$ cat src/logic/gf64_settings.svh
/*
 * Shared constants of the GF64 butterfly accelerator: field, bus and register map.
 * Included by the package and by every module that needs a width or an address.
 */
`ifndef GF64_SETTINGS_SVH
`define GF64_SETTINGS_SVH

// Goldilocks field, p = 2^64 - 2^32 + 1
`define GF64_MOD_W    64
`define GF64_PRIME    64'hFFFF_FFFF_0000_0001

// Wishbone data width and word address width
`define GF64_WB_DW    32
`define GF64_WB_AW    4

// Round count carried by a CTRL write
`define GF64_ROUND_W  8

// --------------------------------------------------
// Register word addresses
// --------------------------------------------------
`define GF64_REG_A_LO   4'd0
`define GF64_REG_A_HI   4'd1
`define GF64_REG_B_LO   4'd2
`define GF64_REG_B_HI   4'd3
`define GF64_REG_CTRL   4'd4
`define GF64_REG_STATUS 4'd5
`define GF64_REG_X_LO   4'd6
`define GF64_REG_X_HI   4'd7
`define GF64_REG_Y_LO   4'd8
`define GF64_REG_Y_HI   4'd9

`endif

$ cat src/logic/gf64_pkg.sv
/*
 * Types shared by the GF64 butterfly blocks.
 * Modules name these types in their ports and import the package in their bodies.
 */
`default_nettype none
`include "gf64_settings.svh"

package gf64_pkg;

  // Working pair of the butterfly, x in the upper half
  typedef struct packed {
    logic [`GF64_MOD_W-1:0] x;
    logic [`GF64_MOD_W-1:0] y;
  } gf64_pair_t;

  // Field view of a 66-bit two's complement word
  typedef struct packed {
    logic                   sign;
    logic                   carry;
    logic [`GF64_MOD_W-1:0] low;
  } gf64_sword_f_t;

  // Pre-reduction word, built as raw bits, reduced through its fields
  typedef union packed {
    logic [`GF64_MOD_W+1:0] raw;
    gf64_sword_f_t          f;
  } gf64_sword_u;

  // Sequencer states, also decoded into STATUS
  typedef enum logic [1:0] {
    IDLE  = 2'd0,
    ISSUE = 2'd1,
    WAIT  = 2'd2,
    DONE  = 2'd3
  } gf64_seq_state_t;

endpackage

`default_nettype wire

$ cat src/logic/gf64_pmr_sign.sv
/*
 * Partial modular reduction of a signed 66-bit word to 65 unsigned bits.
 * Two register stages, fully pipelined, one word accepted per cycle.
 */
`timescale 1ns/1ns
`default_nettype none
`include "gf64_settings.svh"

module gf64_pmr_sign (
  input  logic                  clk,
  input  logic                  rst,
  input  gf64_pkg::gf64_sword_u a,
  input  logic                  in_avail,
  output logic [`GF64_MOD_W:0]  z,
  output logic                  out_avail
);
  import gf64_pkg::*;

  localparam int MID_W = `GF64_MOD_W / 2;
  // Sign weight -2^65 folds to -(2^33 - 2), plus p to stay nonnegative
  localparam logic [`GF64_MOD_W:0] SIGN_FOLD =
    {1'b0, `GF64_PRIME} - ({{`GF64_MOD_W{1'b0}}, 1'b1} << (MID_W + 1)) + 2;

  gf64_sword_u           s0_a;
  logic [`GF64_MOD_W:0]  s0_carry_fold;
  logic [`GF64_MOD_W:0]  s0_sign_fold;
  logic [`GF64_MOD_W:0]  s0_z;
  logic [1:0]            avail_sr;

  // --------------------------------------------------
  // Stage 0, input register
  // --------------------------------------------------
  always_ff @(posedge clk) begin
    s0_a <= a;
  end

  // Carry at 2^64 is worth 2^32 - 1, i.e. 32 low ones
  assign s0_carry_fold = {{(MID_W + 1){1'b0}}, {MID_W{s0_a.f.carry}}};
  assign s0_sign_fold  = s0_a.f.sign ? SIGN_FOLD : '0;

  // Sum stays below 2^65 for any input pattern
  assign s0_z = {1'b0, s0_a.f.low} + s0_carry_fold + s0_sign_fold;

  // --------------------------------------------------
  // Stage 1, output register
  // --------------------------------------------------
  always_ff @(posedge clk) begin
    z <= s0_z;
  end

  // Valid flag follows the two data stages
  always_ff @(posedge clk) begin
    if (rst) begin
      avail_sr <= 2'b00;
    end else begin
      avail_sr <= {avail_sr[0], in_avail};
    end
  end

  assign out_avail = avail_sr[1];

endmodule

`default_nettype wire

$ cat src/logic/gf64_bfly_unit.sv
/*
 * One GF64 butterfly round on the working pair: (x, y) -> (x + y, x - y) mod p.
 * load copies the operands in, issue launches a round, round_done marks write-back.
 */
`timescale 1ns/1ns
`default_nettype none
`include "gf64_settings.svh"

module gf64_bfly_unit (
  input  logic                 clk,
  input  logic                 rst,
  input  logic                 load,
  input  gf64_pkg::gf64_pair_t operands,
  input  logic                 issue,
  output gf64_pkg::gf64_pair_t pair,
  output logic                 round_done
);
  import gf64_pkg::*;

  gf64_sword_u            sum_w;
  gf64_sword_u            diff_w;
  logic [`GF64_MOD_W:0]   sum_z;
  logic [`GF64_MOD_W:0]   diff_z;
  logic                   sum_avail;
  logic                   diff_avail;
  logic                   wb_en;

  // Bring a 65-bit value below p, it can hold up to two multiples of p
  function automatic logic [`GF64_MOD_W-1:0] canon(input logic [`GF64_MOD_W:0] v);
    logic [`GF64_MOD_W:0] t;
    t = v;
    if (t >= {1'b0, `GF64_PRIME}) begin
      t = t - {1'b0, `GF64_PRIME};
    end
    if (t >= {1'b0, `GF64_PRIME}) begin
      t = t - {1'b0, `GF64_PRIME};
    end
    return t[`GF64_MOD_W-1:0];
  endfunction

  // --------------------------------------------------
  // Add and subtract paths
  // --------------------------------------------------
  // Sum zero-extended, never sets the sign bit
  assign sum_w.raw  = {2'b00, pair.x} + {2'b00, pair.y};
  // Difference wraps to two's complement when y > x
  assign diff_w.raw = {2'b00, pair.x} - {2'b00, pair.y};

  gf64_pmr_sign sum_pmr (
    .clk       (clk),
    .rst       (rst),
    .a         (sum_w),
    .in_avail  (issue),
    .z         (sum_z),
    .out_avail (sum_avail)
  );

  gf64_pmr_sign diff_pmr (
    .clk       (clk),
    .rst       (rst),
    .a         (diff_w),
    .in_avail  (issue),
    .z         (diff_z),
    .out_avail (diff_avail)
  );

  assign wb_en = sum_avail & diff_avail;

  // --------------------------------------------------
  // Final reduction and write-back
  // --------------------------------------------------
  always_ff @(posedge clk) begin
    if (rst) begin
      pair       <= '0;
      round_done <= 1'b0;
    end else begin
      round_done <= wb_en;
      if (load) begin
        pair <= operands;
      end else if (wb_en) begin
        pair.x <= canon(sum_z);
        pair.y <= canon(diff_z);
      end
    end
  end

endmodule

`default_nettype wire

$ cat src/logic/gf64_round_counter.sv
/*
 * Remaining round count of the butterfly engine.
 * Loaded with R at start, counted down once per finished round.
 */
`timescale 1ns/1ns
`default_nettype none
`include "gf64_settings.svh"

module gf64_round_counter (
  input  logic                     clk,
  input  logic                     rst,
  input  logic                     cnt_load,
  input  logic [`GF64_ROUND_W-1:0] rounds,
  input  logic                     dec,
  output logic                     zero
);

  logic [`GF64_ROUND_W-1:0] count;
  logic [`GF64_ROUND_W-1:0] count_next;

  // Load wins over decrement, count saturates at zero
  always_comb begin
    count_next = count;
    if (cnt_load) begin
      count_next = rounds;
    end else if (dec && (count != '0)) begin
      count_next = count - 1'b1;
    end
  end

  always_ff @(posedge clk) begin
    if (rst) begin
      count <= '0;
    end else begin
      count <= count_next;
    end
  end

  // Flag reflects the count after this cycle's load or decrement
  assign zero = (count_next == '0);

endmodule

`default_nettype wire

$ cat src/logic/gf64_sequencer.sv
/*
 * Control FSM of the butterfly engine.
 * Loads the operands, then issues one round at a time until the counter runs out.
 */
`timescale 1ns/1ns
`default_nettype none

module gf64_sequencer (
  input  logic                      clk,
  input  logic                      rst,
  input  logic                      start,
  input  logic                      zero,
  input  logic                      round_done,
  output logic                      load,
  output logic                      cnt_load,
  output logic                      issue,
  output logic                      dec,
  output gf64_pkg::gf64_seq_state_t state
);
  import gf64_pkg::*;

  gf64_seq_state_t state_next;

  // Start is only taken while no run is in progress
  assign load     = start && ((state == IDLE) || (state == DONE));
  assign cnt_load = load;
  assign issue    = (state == ISSUE);
  // One count per written-back round
  assign dec      = round_done;

  // --------------------------------------------------
  // Next state
  // --------------------------------------------------
  always_comb begin
    state_next = state;
    case (state)
      IDLE, DONE: begin
        // zero here already reflects the freshly loaded R
        if (load) begin
          state_next = zero ? DONE : ISSUE;
        end
      end
      ISSUE: begin
        state_next = WAIT;
      end
      WAIT: begin
        // zero here reflects the count after this round
        if (round_done) begin
          state_next = zero ? DONE : ISSUE;
        end
      end
      default: begin
        state_next = IDLE;
      end
    endcase
  end

  always_ff @(posedge clk) begin
    if (rst) begin
      state <= IDLE;
    end else begin
      state <= state_next;
    end
  end

endmodule

`default_nettype wire

$ cat src/logic/gf64_wb_regs.sv
/*
 * Wishbone classic slave register block of the butterfly engine.
 * Holds operands A and B, takes R and start from CTRL, returns STATUS and results.
 */
`timescale 1ns/1ns
`default_nettype none
`include "gf64_settings.svh"

module gf64_wb_regs (
  input  logic                       clk,
  input  logic                       rst,
  input  logic                       cyc,
  input  logic                       stb,
  input  logic                       we,
  input  logic [`GF64_WB_AW-1:0]     adr,
  input  logic [`GF64_WB_DW-1:0]     dat_w,
  input  logic [`GF64_WB_DW/8-1:0]   sel,
  output logic [`GF64_WB_DW-1:0]     dat_r,
  output logic                       ack,
  input  gf64_pkg::gf64_seq_state_t  state,
  input  gf64_pkg::gf64_pair_t       pair,
  output gf64_pkg::gf64_pair_t       operands,
  output logic                       start,
  output logic [`GF64_ROUND_W-1:0]   rounds
);
  import gf64_pkg::*;

  logic                   req;
  logic                   busy;
  logic                   done;
  logic [`GF64_MOD_W-1:0] a_reg;
  logic [`GF64_MOD_W-1:0] b_reg;
  logic [`GF64_WB_DW-1:0] rd_data;

  // Byte-lane merge of a bus word into a register word
  function automatic logic [`GF64_WB_DW-1:0] lane_merge(
    input logic [`GF64_WB_DW-1:0]   old_w,
    input logic [`GF64_WB_DW-1:0]   new_w,
    input logic [`GF64_WB_DW/8-1:0] be
  );
    logic [`GF64_WB_DW-1:0] res;
    res = old_w;
    for (int i = 0; i < `GF64_WB_DW / 8; i++) begin
      if (be[i]) begin
        res[8*i +: 8] = new_w[8*i +: 8];
      end
    end
    return res;
  endfunction

  // New access seen, ack not yet given
  assign req  = cyc & stb & ~ack;
  assign busy = (state == ISSUE) || (state == WAIT);
  assign done = (state == DONE);

  assign operands.x = a_reg;
  assign operands.y = b_reg;

  // --------------------------------------------------
  // Ack and register writes
  // --------------------------------------------------
  always_ff @(posedge clk) begin
    if (rst) begin
      ack <= 1'b0;
    end else begin
      ack <= req;
    end
  end

  // All writes dropped while a run is active
  always_ff @(posedge clk) begin
    if (rst) begin
      a_reg  <= '0;
      b_reg  <= '0;
      rounds <= '0;
      start  <= 1'b0;
    end else begin
      start <= 1'b0;
      if (req && we && !busy) begin
        case (adr)
          `GF64_REG_A_LO: a_reg[`GF64_WB_DW-1:0] <= lane_merge(a_reg[`GF64_WB_DW-1:0], dat_w, sel);
          `GF64_REG_A_HI: a_reg[`GF64_MOD_W-1:`GF64_WB_DW] <=
            lane_merge(a_reg[`GF64_MOD_W-1:`GF64_WB_DW], dat_w, sel);
          `GF64_REG_B_LO: b_reg[`GF64_WB_DW-1:0] <= lane_merge(b_reg[`GF64_WB_DW-1:0], dat_w, sel);
          `GF64_REG_B_HI: b_reg[`GF64_MOD_W-1:`GF64_WB_DW] <=
            lane_merge(b_reg[`GF64_MOD_W-1:`GF64_WB_DW], dat_w, sel);
          `GF64_REG_CTRL: begin
            rounds <= dat_w[`GF64_ROUND_W-1:0];
            start  <= 1'b1;
          end
          default: begin
          end
        endcase
      end
    end
  end

  // --------------------------------------------------
  // Read mux
  // --------------------------------------------------
  always_comb begin
    rd_data = '0;
    case (adr)
      `GF64_REG_A_LO:   rd_data = a_reg[`GF64_WB_DW-1:0];
      `GF64_REG_A_HI:   rd_data = a_reg[`GF64_MOD_W-1:`GF64_WB_DW];
      `GF64_REG_B_LO:   rd_data = b_reg[`GF64_WB_DW-1:0];
      `GF64_REG_B_HI:   rd_data = b_reg[`GF64_MOD_W-1:`GF64_WB_DW];
      `GF64_REG_CTRL:   rd_data = {{(`GF64_WB_DW - `GF64_ROUND_W){1'b0}}, rounds};
      `GF64_REG_STATUS: rd_data = {{(`GF64_WB_DW - 2){1'b0}}, done, busy};
      `GF64_REG_X_LO:   rd_data = pair.x[`GF64_WB_DW-1:0];
      `GF64_REG_X_HI:   rd_data = pair.x[`GF64_MOD_W-1:`GF64_WB_DW];
      `GF64_REG_Y_LO:   rd_data = pair.y[`GF64_WB_DW-1:0];
      `GF64_REG_Y_HI:   rd_data = pair.y[`GF64_MOD_W-1:`GF64_WB_DW];
      default:          rd_data = '0;
    endcase
  end

  // Read data captured with the ack edge
  always_ff @(posedge clk) begin
    if (req) begin
      dat_r <= rd_data;
    end
  end

endmodule

`default_nettype wire

$ cat src/logic/gf64_bfly_top.sv
/*
 * Top level of the GF64 butterfly accelerator.
 * Wishbone classic slave in front of the sequencer, round counter and butterfly unit.
 */
`timescale 1ns/1ns
`default_nettype none
`include "gf64_settings.svh"

module gf64_bfly_top (
  input  logic                     clk,
  input  logic                     rst,
  input  logic                     cyc,
  input  logic                     stb,
  input  logic                     we,
  input  logic [`GF64_WB_AW-1:0]   adr,
  input  logic [`GF64_WB_DW-1:0]   dat_w,
  input  logic [`GF64_WB_DW/8-1:0] sel,
  output logic [`GF64_WB_DW-1:0]   dat_r,
  output logic                     ack
);
  import gf64_pkg::*;

  gf64_pair_t               operands;
  gf64_pair_t               pair;
  gf64_seq_state_t          state;
  logic [`GF64_ROUND_W-1:0] rounds;
  logic                     start;
  logic                     load;
  logic                     cnt_load;
  logic                     issue;
  logic                     dec;
  logic                     zero;
  logic                     round_done;

  // --------------------------------------------------
  // Host side
  // --------------------------------------------------
  gf64_wb_regs gf64_wb_regs_i (
    .clk      (clk),
    .rst      (rst),
    .cyc      (cyc),
    .stb      (stb),
    .we       (we),
    .adr      (adr),
    .dat_w    (dat_w),
    .sel      (sel),
    .dat_r    (dat_r),
    .ack      (ack),
    .state    (state),
    .pair     (pair),
    .operands (operands),
    .start    (start),
    .rounds   (rounds)
  );

  // --------------------------------------------------
  // Engine
  // --------------------------------------------------
  gf64_sequencer gf64_sequencer_i (
    .clk        (clk),
    .rst        (rst),
    .start      (start),
    .zero       (zero),
    .round_done (round_done),
    .load       (load),
    .cnt_load   (cnt_load),
    .issue      (issue),
    .dec        (dec),
    .state      (state)
  );

  gf64_round_counter gf64_round_counter_i (
    .clk      (clk),
    .rst      (rst),
    .cnt_load (cnt_load),
    .rounds   (rounds),
    .dec      (dec),
    .zero     (zero)
  );

  gf64_bfly_unit gf64_bfly_unit_i (
    .clk        (clk),
    .rst        (rst),
    .load       (load),
    .operands   (operands),
    .issue      (issue),
    .pair       (pair),
    .round_done (round_done)
  );

endmodule

`default_nettype wire

$ cat config.mk
export PLATFORM = sky130hd
export DESIGN_NAME = gf64_bfly_top
export DESIGN_NICKNAME = d
export VERILOG_FILES = /design/src/logic/gf64_pkg.sv /design/src/logic/gf64_pmr_sign.sv /design/src/logic/gf64_bfly_unit.sv /design/src/logic/gf64_round_counter.sv /design/src/logic/gf64_sequencer.sv /design/src/logic/gf64_wb_regs.sv /design/src/logic/gf64_bfly_top.sv
export VERILOG_INCLUDE_DIRS = /design/src /design/src/logic
export SDC_FILE = /design/constraint.sdc
export NUM_CORES = 2
export LEC_CHECK = 0
export BUFFER_PORTS_ARGS = -buffer_cell sky130_fd_sc_hd__buf_2
export CAP_MARGIN = 40
export CORE_ASPECT_RATIO = 1.2
export CORE_MARGIN = 4
export CORE_UTILIZATION = 63
export DETAILED_ROUTE_END_ITERATION = 6
export PLACE_DENSITY_LB_ADDON = 0.1
export SLEW_MARGIN = 20
export SYNTH_ARGS = -nofsm -noshare
export SYNTH_HDL_FRONTEND = slang
export SYNTH_SLANG_ARGS = --single-unit
export TNS_END_PERCENT = 50
$ cat constraint.sdc
create_clock -name clk -period 6.4 [get_ports clk]
set_input_delay 1.28 -clock clk [delete_from_list [all_inputs] [get_ports clk]]
set_output_delay 1.28 -clock clk [all_outputs]
set_load 0.005 [all_outputs]
==> results.yml <==
global_routing:
  grt_max_degree: 119
  grt_pass1_wl_um: 211000
  antenna_found_initial: 7
  grt.total_usage_pct: 43.40
  overflow: 0
  grt_pass1_vias: 34080
floorplan:
  start_util_pct: 64.12
  ios: 78
  die_x_um: 231.2
  core_area_um2: 58740
  dieArea_um2: 63780
  rows: 97
  die_y_um: 275.9
clocking:
  insertion_delay_ns: 0.68
  cts_buffer_depth: 3
  cts_inserted_buffers: 58
  post_cts_resized: 0
  ctsHoldBuffers: 0
  cts_tree: "done"
  htree_levels: 2
  root_buffer: "clkbuf_16"
  cts_sinks: 570
  post_cts_buffers: 0
  clk_pin_slew_ns: 0.07
timing:
  worstMarginPinSlew_ns: 0.9539
  fmax_mhz: 165.3
  drv_slew: 0
  finalSetupViolCount: 0
  grt_setup_unrepaired: "false"
  max_slew_margin_pct: 36.41
  tns_ns: 0
  fin_worst_skew_ns: 0.06360
  period_needed_ns: 6.050
  hold_viol: 0
  timing.final.crit_share_pct: 94.53
placed_design:
  portBuffers: 77
  dpl.hpwl_um: 111100
  gp_congestion: 1.110
  placed_cell_area_um2: 38700
synth:
  yosys.area.top_type: "dfxtp_1"
  synth_common_cells: "538 x dfxtp_1, 531 x nor2_1, 298 x ha_1, 287 x a21oi_1, 277 x xnor2_1"
  async_flop_share_pct: 0
  yosysUniqueCellTypes: 103
  synth_area_per_cell_um2: 8.333
  yosys_most_used_dff: "dfxtp_1"
  synth_edf_count: 32
  syn-cell-area_um2: 37670
  synth.ff_latch_count: 570
  synthCells: 4520
  synthTopCellsByArea: "dfxtp_1 29%, ha_1 9.9%, xnor2_1 6.4%, nor2_1 5.3%, mux2i_1 3.9%"
  ys_warn_count: 0
  yosysSeqAreaShare_pct: 31.14
  synthesis.nets: 4867
  synth_top_area_share_pct: 28.59
  yosysMostFrequentCell: "dfxtp_1"
status:
  status: "finished with violations"
  failed_checks: "DRC"
detailed_routing:
  wl_per_cell_um: 26.84
  via_per_inst: 6.819
  drt_iter0_drc: 5411
  drc: 1
  num_vias: 36480
  firstDrtPassIters: 7
  antenna_left: 0
  wirelength_um: 143600
setup_path:
  worstSetupPathType: "register to register"
  r2r.worst_path.cells: 14
  cp_cell_sequence: "nand4_4 -> or4_1 -> or4_4 -> o21ai_1 -> buf_4 -> o21ai_0 -> nor4_2 -> nand3b_1 -> or4b_4 -> o311ai_4 -> and2_1 -> o41ai_1 -> mux2_1 -> a22o_1"
  max_stage_delay_ns: 0.69
  rrSetupSlack_ns: 0.35
  r2r-end: "gf64_bfly_unit_i.pair[93]"
  critPathMaxFanout: 19
  start_kind: "register"
  rr_startpoint: "gf64_bfly_unit_i.sum_pmr.z[32]"
  arrival_ns: 6.61
  cp-end-kind: "register"
  slowest_stage: "or4_1"
  critPathRequiredTime_ns: 6.96
final_layout:
  finalNetCount: 4849
  nFillCells: 4985
  area_delta_synth_final_pct: 8.364
  regMostFlops: "gf64_bfly_unit_i.pair"
  layout-drive-gt1-share_pct: 7.559
  largest_reg_flops: 128
  finalInstanceArea_um2: 40820
flow_run:
  maxCapViolCount: 0
worst_hold_path:
  min_path_type: "register to register"
  whs_endpoint: "gf64_bfly_unit_i.diff_pmr.avail_sr[1]"
  holdCritStartpoint: "gf64_bfly_unit_i.diff_pmr.avail_sr[0]"
  holdPathStages: 1
pwr:
  p_leak_nw: 17.68
  worst_ir_drop_vdd_mv: 0.6560
  powerDensity_nw_per_um2: 441.5
-- worst max path at each step --
| stage | to | from | depth (start not counted) |
|---|---|---|---|
| after global routing | gf64_bfly_unit_i.pair[83] | gf64_bfly_unit_i.sum_pmr.z[32] | 14 |
| after floorplan | gf64_bfly_unit_i.diff_pmr.z[62] | gf64_bfly_unit_i.diff_pmr.s0_a[64] | 15 |
| final | gf64_bfly_unit_i.pair[93] | gf64_bfly_unit_i.sum_pmr.z[32] | 14 |
| after detailed placement | gf64_bfly_unit_i.pair[93] | gf64_bfly_unit_i.sum_pmr.z[32] | 14 |
| after global placement | gf64_bfly_unit_i.pair[93] | gf64_bfly_unit_i.sum_pmr.z[32] | 14 |
| after CTS | gf64_bfly_unit_i.pair[93] | gf64_bfly_unit_i.sum_pmr.z[32] | 14 |
-- worst max-delay path: cells and delay by family (launching register included) --
kind / cells / cell delay (ns)
buf+inv: 1 / 0.27
mux: 1 / 0.34
simple gates: 7 / 3.60
flops: 1 / 0.49
compound gates: 5 / 1.21
-- where the power goes --
group	switching, W	leakage [nW]	total (W)	internal [W]
Clock	0.00159	0.972	0.00369	0.00209
Combinational	0.00557	12.0	0.00934	0.00378
Sequential	0.000710	4.69	0.00499	0.00428
Total	0.00787	17.7	0.0180	0.0102
-- stage by stage --
stage / hold WS [ns] / cells / power [W] / setup WS, ns / utilization (%)
5_1_grt: 0.4572 / 5346 / 0.01907 / 0.03468 / 69.47
3_5_place_dp: 0.4312 / 5230 / 0.01416 / 0.5344 / 65.88
6_report: 0.4451 / 5350 / 0.01802 / 0.3498 / 69.49
4_1_cts: 0.4472 / 5339 / 0.01786 / 0.4959 / 69.39
3_3_place_gp: 0.4391 / 5228 / 0.01406 / 0.6335 / 65.85
2_1_floorplan: 0.4116 / 4520 / 0.01153 / 0.9604 / -
-- routing by layer --
metal	vias to the layer above	track usage (%)	wire, µm
met2	2375	66.50	60740
li1	16440	-	-
met1	17050	53.02	53010
met3	616	8.371	14920
met4	0	35.59	14950
met5	-	0	0
-- placed cells by master (no fill, tap or decap), drive strengths merged, types with 36 or more instances in the layout --
cell type,Yosys,routed
xnor2,277,277
a22oi,124,124
clkbuf,185,73
nand4,80,80
nand3,137,137
a21oi,288,288
xor2,110,110
nand2,218,218
nor2b,36,36
nor3,140,140
a31oi,52,52
inv,212,215
a211oi,55,55
nor2,531,531
nand2b,42,42
a21o,91,91
buf,36,140
a221oi,54,54
ha,298,298
nor4,63,63
mux2i,146,146
o21ai,166,166
dfxtp,538,538
o21bai,50,50
or3,45,45
and3,71,71
-- kinds of logic (layout without fill, tap and decap cells) --
kind of cell    Yosys count  count (layout)  share of synthesized area, %
flops                   570             570                         31.14
compound gates         1155            1155                         20.93
simple gates           1512            1512                         20.10
fa+ha+maj               302             302                         10.11
buf+inv                 437             468                         4.511
other cells               0               7                             0
xor+xnor                387             387                         8.999
mux                     157             157                         4.209
-- layout make-up --
cell class	instances	area (µm²)	share of cell area, %
Clock inverter	39	531.8	1.303
Antenna cell	7	17.52	0.04291
Tap cell	792	991.0	2.428
Multi-Input combinational cell	3513	24300	59.53
Clock buffer	70	1526	3.740
Inverter	216	810.8	1.986
Sequential cell	570	11740	28.75
Timing Repair Buffer	143	905.9	2.219
(Power assumes the default switching activity.)
